==> src/hw/armCtrlPkg.sv <==
package armCtrlPkg;

  // ====================
  // Vector types
  // ====================
  typedef logic [31:0] instrT;
  typedef logic [3:0]  flagsT;     // N Z C V from the top
  typedef logic [3:0]  condT;
  typedef logic [3:0]  aluCtrlT;   // Data-processing opcode
  typedef logic [2:0]  aluOpT;
  typedef logic [3:0]  byteMaskT;  // One bit per byte lane

  // ====================
  // ALU operations
  // ====================
  localparam aluOpT OP_AND = 3'd0;
  localparam aluOpT OP_OR  = 3'd1;
  localparam aluOpT OP_XOR = 3'd2;
  localparam aluOpT OP_ADD = 3'd3;  // Also sub, rsb, adc, sbc via modifiers
  localparam aluOpT OP_MOV = 3'd4;
  localparam aluOpT OP_BIC = 3'd5;
  localparam aluOpT OP_MVN = 3'd6;

  // ====================
  // Instruction fields
  // ====================
  localparam int COND_HI = 31;
  localparam int COND_LO = 28;
  localparam int OPC_HI  = 24;
  localparam int OPC_LO  = 21;
  localparam int I_BIT   = 25;
  localparam int U_BIT   = 23;  // Add offset when set
  localparam int B_BIT   = 22;  // Byte access on LDR/STR
  localparam int S_BIT   = 20;
  localparam int L_BIT   = 20;  // Shares the S position

  localparam logic [3:0] PC_REG = 4'd15;

  // Bit positions inside flagsT
  localparam int FLAG_N = 3;
  localparam int FLAG_Z = 2;
  localparam int FLAG_C = 1;
  localparam int FLAG_V = 0;

endpackage
==> src/hw/controller.sv <==
`timescale 1ns/1ps

module controller (
  input  logic                clk,
  input  logic                rstN,
  input  armCtrlPkg::instrT   instrD,
  input  armCtrlPkg::flagsT   aluFlagsE,
  input  armCtrlPkg::flagsT   multFlagsE,
  input  logic [1:0]          addrLowE,
  input  logic                flushE,
  input  logic                stallE,
  input  logic                stallM,
  input  logic                flushW,
  input  logic                stallW,
  input  logic                tFlagE,
  output logic [1:0]          regSrcD,
  output logic [1:0]          immSrcD,
  output logic                bxInstrD,
  output logic                multSelectD,
  output logic                aluSrcE,
  output armCtrlPkg::aluCtrlT aluControlE,
  output armCtrlPkg::aluOpT   aluOperationE,
  output logic [2:0]          cvUpdateE,
  output logic                invertBE,
  output logic                reverseInputsE,
  output logic                aluCarryE,
  output logic                branchTakenE,
  output logic                multEnableE,
  output armCtrlPkg::flagsT   flagsE,
  output logic                tFlagNextE,
  output logic                memWriteM,
  output logic                memtoRegM,
  output logic                regWriteM,
  output armCtrlPkg::byteMaskT byteMaskM,
  output logic                memtoRegW,
  output logic                regWriteW,
  output logic                pcSrcW,
  output logic                loadLengthW,
  output logic [1:0]          byteOffsetW,
  output logic                writeHalfwordW,
  output logic                pcWrPendingF
);
  import armCtrlPkg::*;

  logic       aluSrcD, memtoRegD, regWriteD, memWriteD, branchD;
  logic       aluOpD, lsAluOpD, halfwordD, pcSrcD;
  aluCtrlT    aluControlD;
  logic [1:0] flagWriteD;
  instrT      instrE;
  logic [1:0] flagWriteE;
  logic       memtoRegE, regWriteE, memWriteE, branchE, pcSrcE;
  logic       aluOpE, bxInstrE, multSelectE, halfwordE;
  logic       condExE, doNotWriteRegE;
  logic       regWriteGatedE, memWriteGatedE, pcSrcGatedE;
  logic       byteAccessE, halfAccessE;
  byteMaskT   byteMaskE;
  logic       pcSrcM, loadLengthM, writeHalfwordM;
  logic [1:0] byteOffsetM;

  // ====================
  // Decode
  // ====================
  mainDecoder mainDec (
    .instrD(instrD), .regSrcD(regSrcD), .immSrcD(immSrcD), .aluSrcD(aluSrcD),
    .memtoRegD(memtoRegD), .regWriteD(regWriteD), .memWriteD(memWriteD),
    .branchD(branchD), .aluOpD(aluOpD), .multSelectD(multSelectD), .lsAluOpD(lsAluOpD),
    .bxInstrD(bxInstrD), .halfwordD(halfwordD), .aluControlD(aluControlD),
    .flagWriteD(flagWriteD), .pcSrcD(pcSrcD), .multControlD()
  );

  // ====================
  // Execute
  // ====================
  always_ff @(posedge clk) begin
    if (!rstN || flushE) begin  // Flush loads a bubble
      {instrE, aluSrcE, aluControlE, flagWriteE} <= '0;
      {memtoRegE, regWriteE, memWriteE, branchE, pcSrcE} <= '0;
      {aluOpE, bxInstrE, multSelectE, halfwordE} <= '0;
    end else if (!stallE) begin
      instrE      <= instrD;
      aluSrcE     <= aluSrcD;
      aluControlE <= aluControlD;
      flagWriteE  <= flagWriteD;
      memtoRegE   <= memtoRegD;
      regWriteE   <= regWriteD;
      memWriteE   <= memWriteD;
      branchE     <= branchD;
      pcSrcE      <= pcSrcD;
      aluOpE      <= aluOpD | lsAluOpD;  // Loads/stores need add or sub too
      bxInstrE    <= bxInstrD;
      multSelectE <= multSelectD;
      halfwordE   <= halfwordD;
    end
  end

  aluDecoder aluDec (
    .aluOpE(aluOpE), .aluControlE(aluControlE), .carryIn(flagsE[FLAG_C]),
    .aluOperationE(aluOperationE), .cvUpdateE(cvUpdateE), .invertBE(invertBE),
    .reverseInputsE(reverseInputsE), .aluCarryE(aluCarryE), .doNotWriteRegE(doNotWriteRegE)
  );

  condUnit cond (
    .clk(clk), .rstN(rstN), .enable(~stallE), .condE(instrE[COND_HI:COND_LO]),
    .aluFlagsE(aluFlagsE), .multFlagsE(multFlagsE), .flagWriteE(flagWriteE),
    .multSelectE(multSelectE), .arithE(|cvUpdateE), .bxE(bxInstrE), .tFlagE(tFlagE),
    .condExE(condExE), .flagsE(flagsE), .tFlagNextE(tFlagNextE)
  );

  // LDRSB counts as a byte access
  assign byteAccessE = ((instrE[27:26] == 2'b01) & instrE[B_BIT]) | (halfwordE & ~instrE[5]);
  assign halfAccessE = halfwordE & instrE[5];

  memoryMask memMask (
    .byteE(byteAccessE), .halfwordE(halfAccessE), .addrLow(addrLowE), .byteMask(byteMaskE)
  );

  // Condition gating
  assign regWriteGatedE = regWriteE & condExE & ~doNotWriteRegE;
  assign memWriteGatedE = memWriteE & condExE;
  assign pcSrcGatedE    = pcSrcE & condExE & ~doNotWriteRegE;
  assign branchTakenE   = branchE & condExE;
  assign multEnableE    = multSelectE & condExE;

  // ====================
  // Memory
  // ====================
  always_ff @(posedge clk) begin
    if (!rstN) begin
      {memWriteM, memtoRegM, regWriteM, pcSrcM} <= '0;
      {byteMaskM, loadLengthM, byteOffsetM, writeHalfwordM} <= '0;
    end else if (!stallM) begin
      memWriteM      <= memWriteGatedE;
      memtoRegM      <= memtoRegE;
      regWriteM      <= regWriteGatedE;
      pcSrcM         <= pcSrcGatedE;
      byteMaskM      <= byteMaskE;
      loadLengthM    <= byteAccessE;
      byteOffsetM    <= addrLowE;
      writeHalfwordM <= halfAccessE;
    end
  end

  // ====================
  // Writeback
  // ====================
  always_ff @(posedge clk) begin
    if (!rstN || flushW) begin
      {memtoRegW, regWriteW, pcSrcW} <= '0;
      {loadLengthW, byteOffsetW, writeHalfwordW} <= '0;
    end else if (!stallW) begin
      memtoRegW      <= memtoRegM;
      regWriteW      <= regWriteM;
      pcSrcW         <= pcSrcM;
      loadLengthW    <= loadLengthM;
      byteOffsetW    <= byteOffsetM;
      writeHalfwordW <= writeHalfwordM;
    end
  end

  assign pcWrPendingF = pcSrcD | pcSrcE | pcSrcM;  // Hazard unit holds fetch on this

  // Bubble from a flushed E slot lands in M two edges later
  flushEBubble: assert property (@(posedge clk) disable iff (!rstN)
    flushE ##1 !stallM |=> !regWriteM);
  flushWBubble: assert property (@(posedge clk) disable iff (!rstN)
    flushW |=> !regWriteW);

endmodule

==> src/hw/memoryMask.sv <==
`timescale 1ns/1ps

module memoryMask (
  input  logic                 byteE,
  input  logic                 halfwordE,
  input  logic [1:0]           addrLow,
  output armCtrlPkg::byteMaskT byteMask
);

  // Lane select by access size
  always_comb begin
    if (byteE) begin
      case (addrLow)
        2'd0:    byteMask = 4'b0001;
        2'd1:    byteMask = 4'b0010;
        2'd2:    byteMask = 4'b0100;
        default: byteMask = 4'b1000;
      endcase
    end else if (halfwordE) begin
      // Upper half when address bit 1 set
      byteMask = addrLow[1] ? 4'b1100 : 4'b0011;
    end else begin
      byteMask = 4'b1111;  // Word
    end
  end

endmodule

==> src/hw/condUnit.sv <==
`timescale 1ns/1ps

module condUnit (
  input  logic              clk,
  input  logic              rstN,
  input  logic              enable,
  input  armCtrlPkg::condT  condE,
  input  armCtrlPkg::flagsT aluFlagsE,
  input  armCtrlPkg::flagsT multFlagsE,
  input  logic [1:0]        flagWriteE,
  input  logic              multSelectE,
  input  logic              arithE,
  input  logic              bxE,
  input  logic              tFlagE,
  output logic              condExE,
  output armCtrlPkg::flagsT flagsE,
  output logic              tFlagNextE
);
  import armCtrlPkg::*;

  flagsT newFlags;
  flagsT flagsNext;
  logic  tFlagQ;
  logic  nFlag;
  logic  zFlag;
  logic  cFlag;
  logic  vFlag;
  logic  updNz;
  logic  updCv;

  assign nFlag = flagsE[FLAG_N];
  assign zFlag = flagsE[FLAG_Z];
  assign cFlag = flagsE[FLAG_C];
  assign vFlag = flagsE[FLAG_V];

  // ====================
  // Condition check
  // ====================
  always_comb begin
    case (condE)
      4'h0:    condExE = zFlag;                       // EQ
      4'h1:    condExE = ~zFlag;                      // NE
      4'h2:    condExE = cFlag;                       // CS
      4'h3:    condExE = ~cFlag;                      // CC
      4'h4:    condExE = nFlag;                       // MI
      4'h5:    condExE = ~nFlag;                      // PL
      4'h6:    condExE = vFlag;                       // VS
      4'h7:    condExE = ~vFlag;                      // VC
      4'h8:    condExE = cFlag & ~zFlag;              // HI
      4'h9:    condExE = ~cFlag | zFlag;              // LS
      4'hA:    condExE = (nFlag == vFlag);            // GE
      4'hB:    condExE = (nFlag != vFlag);            // LT
      4'hC:    condExE = ~zFlag & (nFlag == vFlag);   // GT
      4'hD:    condExE = zFlag | (nFlag != vFlag);    // LE
      4'hE:    condExE = 1'b1;                        // AL
      default: condExE = 1'b0;                        // NV never runs
    endcase
  end

  // Next flags
  assign newFlags = multSelectE ? multFlagsE : aluFlagsE;
  assign updNz    = condExE & flagWriteE[1];
  assign updCv    = condExE & flagWriteE[0] & arithE;  // Logic ops keep C and V

  always_comb begin
    flagsNext = flagsE;
    if (updNz) begin
      flagsNext[FLAG_N] = newFlags[FLAG_N];
      flagsNext[FLAG_Z] = newFlags[FLAG_Z];
    end
    if (updCv) begin
      flagsNext[FLAG_C] = newFlags[FLAG_C];
      flagsNext[FLAG_V] = newFlags[FLAG_V];
    end
  end

  assign tFlagNextE = (bxE & condExE) ? tFlagE : tFlagQ;

  // Flags and Thumb bit
  always_ff @(posedge clk) begin
    if (!rstN) begin
      flagsE <= '0;
      tFlagQ <= 1'b0;
    end else if (enable) begin
      flagsE <= flagsNext;
      tFlagQ <= tFlagNextE;
    end
  end

endmodule

==> src/hw/aluDecoder.sv <==
`timescale 1ns/1ps

module aluDecoder (
  input  logic                aluOpE,
  input  armCtrlPkg::aluCtrlT aluControlE,
  input  logic                carryIn,
  output armCtrlPkg::aluOpT   aluOperationE,
  output logic [2:0]          cvUpdateE,
  output logic                invertBE,
  output logic                reverseInputsE,
  output logic                aluCarryE,
  output logic                doNotWriteRegE
);
  import armCtrlPkg::*;

  // C from adder, V from adder, C as not-borrow
  localparam logic [2:0] CV_ADD = 3'b110;
  localparam logic [2:0] CV_SUB = 3'b111;

  always_comb begin
    aluOperationE  = OP_ADD;
    cvUpdateE      = 3'b000;
    invertBE       = 1'b0;
    reverseInputsE = 1'b0;
    aluCarryE      = 1'b0;
    if (aluOpE) begin
      case (aluControlE)
        4'b0000, 4'b1000: aluOperationE = OP_AND;  // AND, TST
        4'b0001, 4'b1001: aluOperationE = OP_XOR;  // EOR, TEQ
        4'b0010, 4'b1010, 4'b0011: begin           // SUB, CMP, RSB
          cvUpdateE      = CV_SUB;
          invertBE       = 1'b1;
          aluCarryE      = 1'b1;
          reverseInputsE = (aluControlE == 4'b0011);
        end
        4'b0100, 4'b1011: cvUpdateE = CV_ADD;      // ADD, CMN
        4'b0101: begin                             // ADC
          cvUpdateE = CV_ADD;
          aluCarryE = carryIn;
        end
        4'b0110, 4'b0111: begin                    // SBC, RSC
          cvUpdateE      = CV_SUB;
          invertBE       = 1'b1;
          aluCarryE      = carryIn;
          reverseInputsE = aluControlE[0];
        end
        4'b1100: aluOperationE = OP_OR;
        4'b1101: aluOperationE = OP_MOV;
        4'b1110: aluOperationE = OP_BIC;
        default: aluOperationE = OP_MVN;
      endcase
    end
  end

  // Compare and test group only touches flags
  assign doNotWriteRegE = aluOpE && (aluControlE[3:2] == 2'b10);

endmodule

==> src/hw/mainDecoder.sv <==
`timescale 1ns/1ps

module mainDecoder (
  input  armCtrlPkg::instrT   instrD,
  output logic [1:0]          regSrcD,
  output logic [1:0]          immSrcD,
  output logic                aluSrcD,
  output logic                memtoRegD,
  output logic                regWriteD,
  output logic                memWriteD,
  output logic                branchD,
  output logic                aluOpD,
  output logic                multSelectD,
  output logic                lsAluOpD,
  output logic                bxInstrD,
  output logic                halfwordD,
  output armCtrlPkg::aluCtrlT aluControlD,
  output logic [1:0]          flagWriteD,
  output logic                pcSrcD,
  output logic [2:0]          multControlD
);
  import armCtrlPkg::*;

  logic       isDpD;
  logic       isMulD;
  logic       isHalfD;
  logic       isLsD;
  logic       isBranchD;
  logic       isBxD;
  logic [3:0] rdD;

  // ====================
  // Instruction class
  // ====================
  assign isMulD    = (instrD[27:24] == 4'b0000) && (instrD[7:4] == 4'b1001);
  assign isHalfD   = (instrD[27:25] == 3'b000) && instrD[7] && instrD[4] &&
                     (instrD[6:5] != 2'b00);
  assign isBxD     = (instrD[27:4] == 24'h12FFF1);
  assign isDpD     = (instrD[27:26] == 2'b00) && !isMulD && !isHalfD && !isBxD;
  assign isLsD     = (instrD[27:26] == 2'b01);
  assign isBranchD = (instrD[27:25] == 3'b101);  // LDM/STM and coprocessor fall out

  // Control word, all off for unknown classes
  always_comb begin
    regSrcD     = 2'b00;
    immSrcD     = 2'b00;
    aluSrcD     = 1'b0;
    memtoRegD   = 1'b0;
    regWriteD   = 1'b0;
    memWriteD   = 1'b0;
    branchD     = 1'b0;
    aluOpD      = 1'b0;
    multSelectD = 1'b0;
    lsAluOpD    = 1'b0;
    if (isDpD) begin
      aluSrcD   = instrD[I_BIT];
      regWriteD = 1'b1;
      aluOpD    = 1'b1;
    end else if (isMulD) begin
      regWriteD   = 1'b1;
      multSelectD = 1'b1;
    end else if (isLsD || isHalfD) begin
      regSrcD   = {~instrD[L_BIT], 1'b0};  // Stores read Rd as data
      immSrcD   = isHalfD ? 2'b11 : 2'b01;
      // Word/byte immediate offset has I clear, halfword uses bit 22
      aluSrcD   = isHalfD ? instrD[22] : ~instrD[I_BIT];
      memtoRegD = instrD[L_BIT];
      regWriteD = instrD[L_BIT];
      memWriteD = ~instrD[L_BIT];
      lsAluOpD  = 1'b1;
    end else if (isBranchD || isBxD) begin
      regSrcD = 2'b01;
      immSrcD = 2'b10;
      aluSrcD = isBranchD;  // BX takes the target from Rm
      branchD = 1'b1;
    end
  end

  // ALU control select
  always_comb begin
    aluControlD = 4'b0100;                        // Add for branches and multiply
    flagWriteD  = {multSelectD & instrD[S_BIT], 1'b0};  // MULS sets NZ only
    if (aluOpD) begin
      aluControlD = instrD[OPC_HI:OPC_LO];
      flagWriteD  = {2{instrD[S_BIT]}};
    end else if (lsAluOpD) begin
      aluControlD = instrD[U_BIT] ? 4'b0100 : 4'b0010;
    end
  end

  assign rdD          = isMulD ? instrD[19:16] : instrD[15:12];  // MUL keeps Rd up high
  assign pcSrcD       = branchD | (regWriteD & (rdD == PC_REG));
  assign multControlD = instrD[23:21];
  assign bxInstrD     = isBxD;
  assign halfwordD    = isHalfD;

endmodule

==> config.mk <==
export PLATFORM = sky130hd
export DESIGN_NAME = controller
export DESIGN_NICKNAME = d
export VERILOG_FILES = /design/src/hw/armCtrlPkg.sv /design/src/hw/controller.sv /design/src/hw/memoryMask.sv /design/src/hw/condUnit.sv /design/src/hw/aluDecoder.sv /design/src/hw/mainDecoder.sv
export SDC_FILE = /design/constraint.sdc
export NUM_CORES = 1
export LEC_CHECK = 0
export BUFFER_PORTS_ARGS = -buffer_cell sky130_fd_sc_hd__buf_2
export CORE_UTILIZATION = 46
export CTS_BUF_LIST = sky130_fd_sc_hd__clkbuf_8
export DETAILED_ROUTE_END_ITERATION = 8
export GPL_ROUTABILITY_DRIVEN = 0
export PLACE_DENSITY = 0.84
export SYNTH_ARGS = -nofsm -noshare
export SYNTH_HDL_FRONTEND = slang
export SYNTH_SLANG_ARGS = --single-unit
==> constraint.sdc <==
create_clock -name clk -period 2.1 [get_ports clk]
set_clock_uncertainty 0.05 [all_clocks]
set_input_delay 0.21 -clock clk [delete_from_list [all_inputs] [get_ports clk]]
set_output_delay 0.21 -clock clk [all_outputs]
set_load 0.005 [all_outputs]
==> metrics.txt, run 1 <==
I/O pin cnt=92; first-pass GRT wire length=10300 µm; GRT Residual Overflow=0; Post-synth ARST share=0%; number of remaining DRC errors=0; H-tree depth=2; CP Class=reg -> out; row count=26; Clock transition at path regs=0.08 ns; Worst Path Buf+Inv=1; Die W=76.7 µm; Slew headroom=71.3%; count leader, synth=dfxtp_1; # fillers=453; core area=5240 µm²; Mapped Area=2560 µm²; Final Max Slew Viols=0; area grow syn2layout=33.0%; worst-margin pin slew=0.431 ns; vias per cell=5.25; sinks on the clock net=48; syn_nets=360; Final Hold Fails=0; Layout Cells excl Fill=476; clock power share=36.7%; Routed Antenna Nets=0; Reg area=966 µm²; post-route minimum period=2.30 ns; Slowest-stage cell, CP=or3b_4; critical path startpoint category=register; post-synth top area cell=dfxtp_1; die area=5880 µm²; EDFF count, synth=0; post-synthesis cell count=310; wire length per cell=13.3 µm; post-synth top area share=37.5%; final WL=6320 µm; failing checks=setup timing; hold buffer count at CTS=0; RSZ-0062 raised after global routing=true; PortBufs=87; largest net degree at the start of global routing=27; crit path cell chain=or3b_4 -> a21boi_1 -> a311oi_1 -> a22o_1 -> a21boi_2 -> mux2_4 -> buf_2; WP data required=1.84 ns; clock buffer depth=2; layout cells sized above 1=37.9%; Seq/Total Area, Yosys=37.5%; status=finished, violations left; ANT cells=0; Top FF cell, synth=dfxtp_1; Leak Pwr=1.56 nW; Vias=2501; multi-input combinational cell area=1540 µm²; Total Routing Usage GR=21.6%; CP max stage delay=0.39 ns; final period utilization=110%; CTS tree=built; Commonest cells post-synth=48 x dfxtp_1, 40 x nor2_1, 29 x nand2_1, 27 x mux2i_1, 17 x clkbuf_1; Peak VDD IR=0.424 mV; Final Setup Violations=4; switching share of power=24.2%; Area after DPL=3140 µm²; synth unique cells=55; CP max FO=2; pwr/cell area=560 nW/µm²; # nets final=455; final worst setup slack=-0.202 ns; post-route cell area=3410 µm²; initial core utilization=48.9%; root cell of the clock tree=clkbuf_8; worst skew pair latency=0.31 ns; Die H=76.7 µm; Tot Pwr=1.91 mW; CTS Buf Count=5; TritonRoute pass-1 iters=4; max_cap viols=0; hpwl dp=4740 µm; top post-synthesis cells by area=dfxtp_1 37%, mux2i_1 11%, nor2_1 5.9%; initial antenna violation count=0; #FFs+latches synth=48; Int Pwr=1.45 mW; arrival time at the worst endpoint=2.04 ns; initial DRC count=98; # placed instances=465; Synth Area per Inst=8.27 µm²; NetSw=0.461 mW; f_max=0.434 GHz; vias in the first global route=2348; worst hold-check path type=in -> reg; yosys warns=0; DP Worst Slack=-0.119 ns; CP endpoint kind=primary output; sequential share of power=49.7%; Comb power frac=13.7%; CP delay by family, top=compound AO/OA/AOI/OAI gates
metal layers:
metal  wire length [µm]  GRT usage, %  up-vias
met2               3200          39.7       64
li1                   -             -     1263
met3                219          3.21       10
met5                  0             0        -
met4                118          8.08        0
met1               2780          25.0     1164
flip-flops by register name, summed over array words and instances, names as in the netlist, 2 cells and up:
register,count
aluControlE,4
instrE,8
byteOffsetW,2
byteOffsetM,2
flagWriteE,2
cond.flagsE,4
byteMaskM,4
through the flow:
step	TNS (ns)	hold WS [ns]	util [%]
floorplan	0	0.304	-
global placement	-0.131	0.395	60.0
detailed placement	-0.495	0.407	60.0
CTS	-0.423	0.0985	64.0
global route	-0.973	0.112	65.1
finish	-0.494	0.109	65.1
layout make-up:
| type | instances | share of cell area, % |
|---|---|---|
| Multi-Input combinational cell | 225 | 45.2 |
| Sequential cell | 48 | 28.3 |
| Timing Repair Buffer | 114 | 19.1 |
| Tap cell | 70 | 2.57 |
| Clock buffer | 6 | 2.42 |
| Inverter | 11 | 1.21 |
| Clock inverter | 2 | 1.14 |
cells by family (layout without fill, tap and decap cells):
group | count (synthesis) | in the layout | synth area share (%)
buffers and inverters | 37 | 133 | 6.64
muxes | 28 | 28 | 11.0
and+or+nand+nor | 131 | 131 | 27.1
xor gates and xnor gates | 2 | 2 | 0.683
AOI/OAI and AO/OA | 64 | 64 | 17.1
DFF | 48 | 48 | 37.5
layout by cell type, fill, tap and decap left out, drive strengths merged, types with 2 or more instances in the layout:
master / instances
nand2b: 9
and2: 6
clkbuf: 6
xnor2: 2
a31oi: 4
nor4b: 2
o211a: 2
a21boi: 5
o21a: 7
and3: 3
o21ai: 12
inv: 11
o211ai: 4
a211oi: 4
dfxtp: 48
nand4b: 2
or3: 2
buf: 114
a21oi: 12
nand3: 3
a22oi: 3
nor3: 7
nand2: 30
mux2i: 27
nand4: 4
nor2b: 12
nor2: 41
a2111oi: 3
worst paths after layout:
check	start	to	slack [ns]	cells past startpoint
worst max register to register	instrE[31]$_SDFFE_PP0N_	cond.flagsE[0]$_SDFFE_PN0P_	-0.01	10
worst min register to register	memWriteM$_SDFFE_PN0N_	memWriteM$_SDFFE_PN0N_	0.43	2
worst max-delay path	instrE[31]$_SDFFE_PP0N_	tFlagNextE	-0.20	7
worst min-delay path	instrD[29]	instrE[29]$_SDFFE_PP0N_	0.11	3
timing repair:
item / CTS / global route
buffers inserted: 3 / 0
endpoints found under the hold margin: 0 / 0
setup endpoints to repair: 6 / 11
pin swaps: 12 / 9
resized for setup: 19 / 11
power groups by stage:
| stage | sequential [mW] | combinational, mW | clock [mW] |
|---|---|---|---|
| finish | 0.948 | 0.261 | 0.700 |
| global route | 0.952 | 0.287 | 0.742 |
| CTS | 0.948 | 0.254 | 0.706 |
| detailed placement | 0.968 | 0.244 | 0 |
| global placement | 0.967 | 0.236 | 0 |
| floorplan | 0.963 | 0.140 | 0 |
tightest hold or removal path, cell delays in order:
cell and delay, ns:
buf_2 0.08, mux2i_1 0.06, nor2_1 0.08
No activity file was read; power rests on OpenSTA's default activity.
==> run 2, diff against run 1 <==
- CELL_PAD_IN_SITES_DETAIL_PLACEMENT: not set -> 1
- CELL_PAD_IN_SITES_GLOBAL_PLACEMENT: not set -> 1
- CORE_UTILIZATION: 46 -> 33
- HOLD_SLACK_MARGIN: not set -> 0.06
- SKIP_LAST_GASP: not set -> 1
==> run 2 against run 1 <==
The run still ends with setup timing left. Via count increased by 2.8%. Non-clock buffer count shrank 1. Setup slack worse by 0.056 ns. Utilization fell by 18 points. First-iteration DRC count is 31% lower. Clock-buffer cell count is 1 lower. Clock power increased by 0.7%. Register-to-register slack worse by 0.09 ns. Critical path depth unchanged. Cell area grew 2.1%. Largest cell class unchanged. Largest power group unchanged.
==> metrics.txt, run 2 (same netlist as run 1, synthesis figures left out) <==
vias per cell=5.10; Slew headroom=66.4%; Reg area=965 µm²; CP Class=reg -> out; worst skew pair latency=0.31 ns; Total Routing Usage GR=19.2%; Leak Pwr=1.54 nW; reg2reg end=cond.flagsE[1]$_SDFFE_PN0P_; initial core utilization=34.8%; H-tree depth=2; GRT Residual Overflow=0; commonest non-fill, non-tap cells in the layout=82 x buf_2, 45 x dfxtp_1, 39 x nor2_1; hpwl dp=5550 µm; status=finished, violations left; final WL=7950 µm; # placed instances=490; Layout Cells excl Fill=504; number of remaining DRC errors=0; CP most frequent cell=a21boi_2; Slowest-stage cell, CP=or3b_4; initial antenna violation count=0; crit path from=instrE[29]$_SDFFE_PP0N_; Peak VDD IR=0.321 mV; arrival time at the worst endpoint=2.10 ns; # fillers=946; root cell of the clock tree=clkbuf_8; RSZ-0062 raised after global routing=true; Final Setup Violations=6; PortBufs=87; I/O pin cnt=92; Routed Antenna Nets=0; Largest Register=instrE; CTS tree=built; wire length per cell=15.8 µm; worst-margin pin slew=0.504 ns; TritonRoute pass-1 iters=4; final worst setup slack=-0.258 ns; worst hold-check path type=in -> reg; CP max stage delay=0.41 ns; row count=31; post-route minimum period=2.36 ns; Die W=90.1 µm; Die H=90.1 µm; critical path startpoint category=register; R2R Setup Slk=-0.10 ns; Vias=2571; final period utilization=112%; CP endpoint kind=primary output; clock buffer depth=2; ANT cells=0; Clock transition at path regs=0.10 ns; failing checks=setup timing; Worst Setup EP=tFlagNextE; largest net degree at the start of global routing=33; DP Worst Slack=-0.117 ns; core area=7370 µm²; post-route cell area=3480 µm²; multi-input combinational cell area=1560 µm²; CTS Buf Count=5; most common cell after layout, fill and taps aside=buf_2; Area after DPL=3150 µm²; CP max FO=2; sinks on the clock net=48; setup TNS=-0.846 ns; max FFs per register=8; crit path cell chain=or3b_4 -> a21boi_2 -> a311oi_1 -> a22o_1 -> a21boi_2 -> mux2_4 -> buf_6; first-pass GRT wire length=12500 µm; layout cells sized above 1=38.5%; area grow syn2layout=35.8%; vias in the first global route=2544; WP data required=1.84 ns; # nets final=454; pwr/cell area=553 nW/µm²; f_max=0.424 GHz; initial DRC count=68; RR Startpoint=instrE[29]$_SDFFE_PP0N_; Final Hold Fails=0; max_cap viols=0; die area=8130 µm²; Register-to-Register Path Depth=10; Final Max Slew Viols=0; WHS=0.0737 ns
-- run 2: changes by cell type in the layout (fill, tap and decap cells not counted), moves of 2 or more --
| cell | previous run | this run |
|---|---|---|
| a31oi_2 | 0 | 2 |
| buf_6 | 3 | 10 |
| buf_2 | 86 | 82 |
| buf_4 | 25 | 21 |
-- run 2: layout make-up --
class	count	area share [%]
repair buffers	113	19.5
well taps	99	3.56
flip-flops and latches	48	27.7
inverters	11	1.19
clock inverters	3	1.33
multi-input cells	225	44.7
clock buffers	5	1.98
-- run 2: worst min path at each step --
| stage | start | endpoint | depth (start not counted) |
|---|---|---|---|
| after global placement | cond.tFlagQ$_SDFFE_PN0N_ | cond.tFlagQ$_SDFFE_PN0N_ | 2 |
| after floorplan | instrD[22] | instrE[22]$_SDFFE_PP0N_ | 2 |
| after global routing | instrD[5] | instrE[5]$_SDFFE_PP0N_ | 3 |
| after detailed placement | cond.tFlagQ$_SDFFE_PN0N_ | cond.tFlagQ$_SDFFE_PN0N_ | 2 |
| final | instrD[5] | instrE[5]$_SDFFE_PP0N_ | 3 |
| after CTS | instrD[29] | instrE[29]$_SDFFE_PP0N_ | 3 |
-- run 2: what timing repair did --
action | in CTS | in global routing
cloned | 0 | 0
hold buffers | 0 | 0
buffers inserted | 3 | 4
pin swaps | 12 | 6
setup endpoints to repair | 7 | 14
resized for setup | 22 | 19
-- run 2: per-stage QoR --
stage               total power, mW  utilization (%)
floorplan                      1.10                -
global placement               1.21             42.8
detailed placement             1.22             42.8
CTS                            1.92             45.7
global route                   2.01             47.2
finish                         1.93             47.2
-- run 2: routing by layer --
metal  global-route usage, %  vias to the layer above  part of all wire (%)
met5                       0                        -                     0
met4                    6.32                        0                   1.5
met3                    3.47                       10                   3.2
met2                    34.4                       61                    53
met1                    23.0                     1242                    43
li1                        -                     1258                     -
-- run 2: worst max-delay path: cells and delay by family (launching register included) --
family / cells / cell delay (ns)
AOI/OAI and AO/OA: 4 / 0.62
DFF: 1 / 0.34
buffers and inverters: 1 / 0.12
and+or+nand+nor: 1 / 0.41
muxes: 1 / 0.32
-- run 2: report_power, final --
part	switching [mW]	internal, mW
Combinational	0.142	0.129
Sequential	0.0194	0.932
Clock	0.346	0.359
Total	0.507	1.42
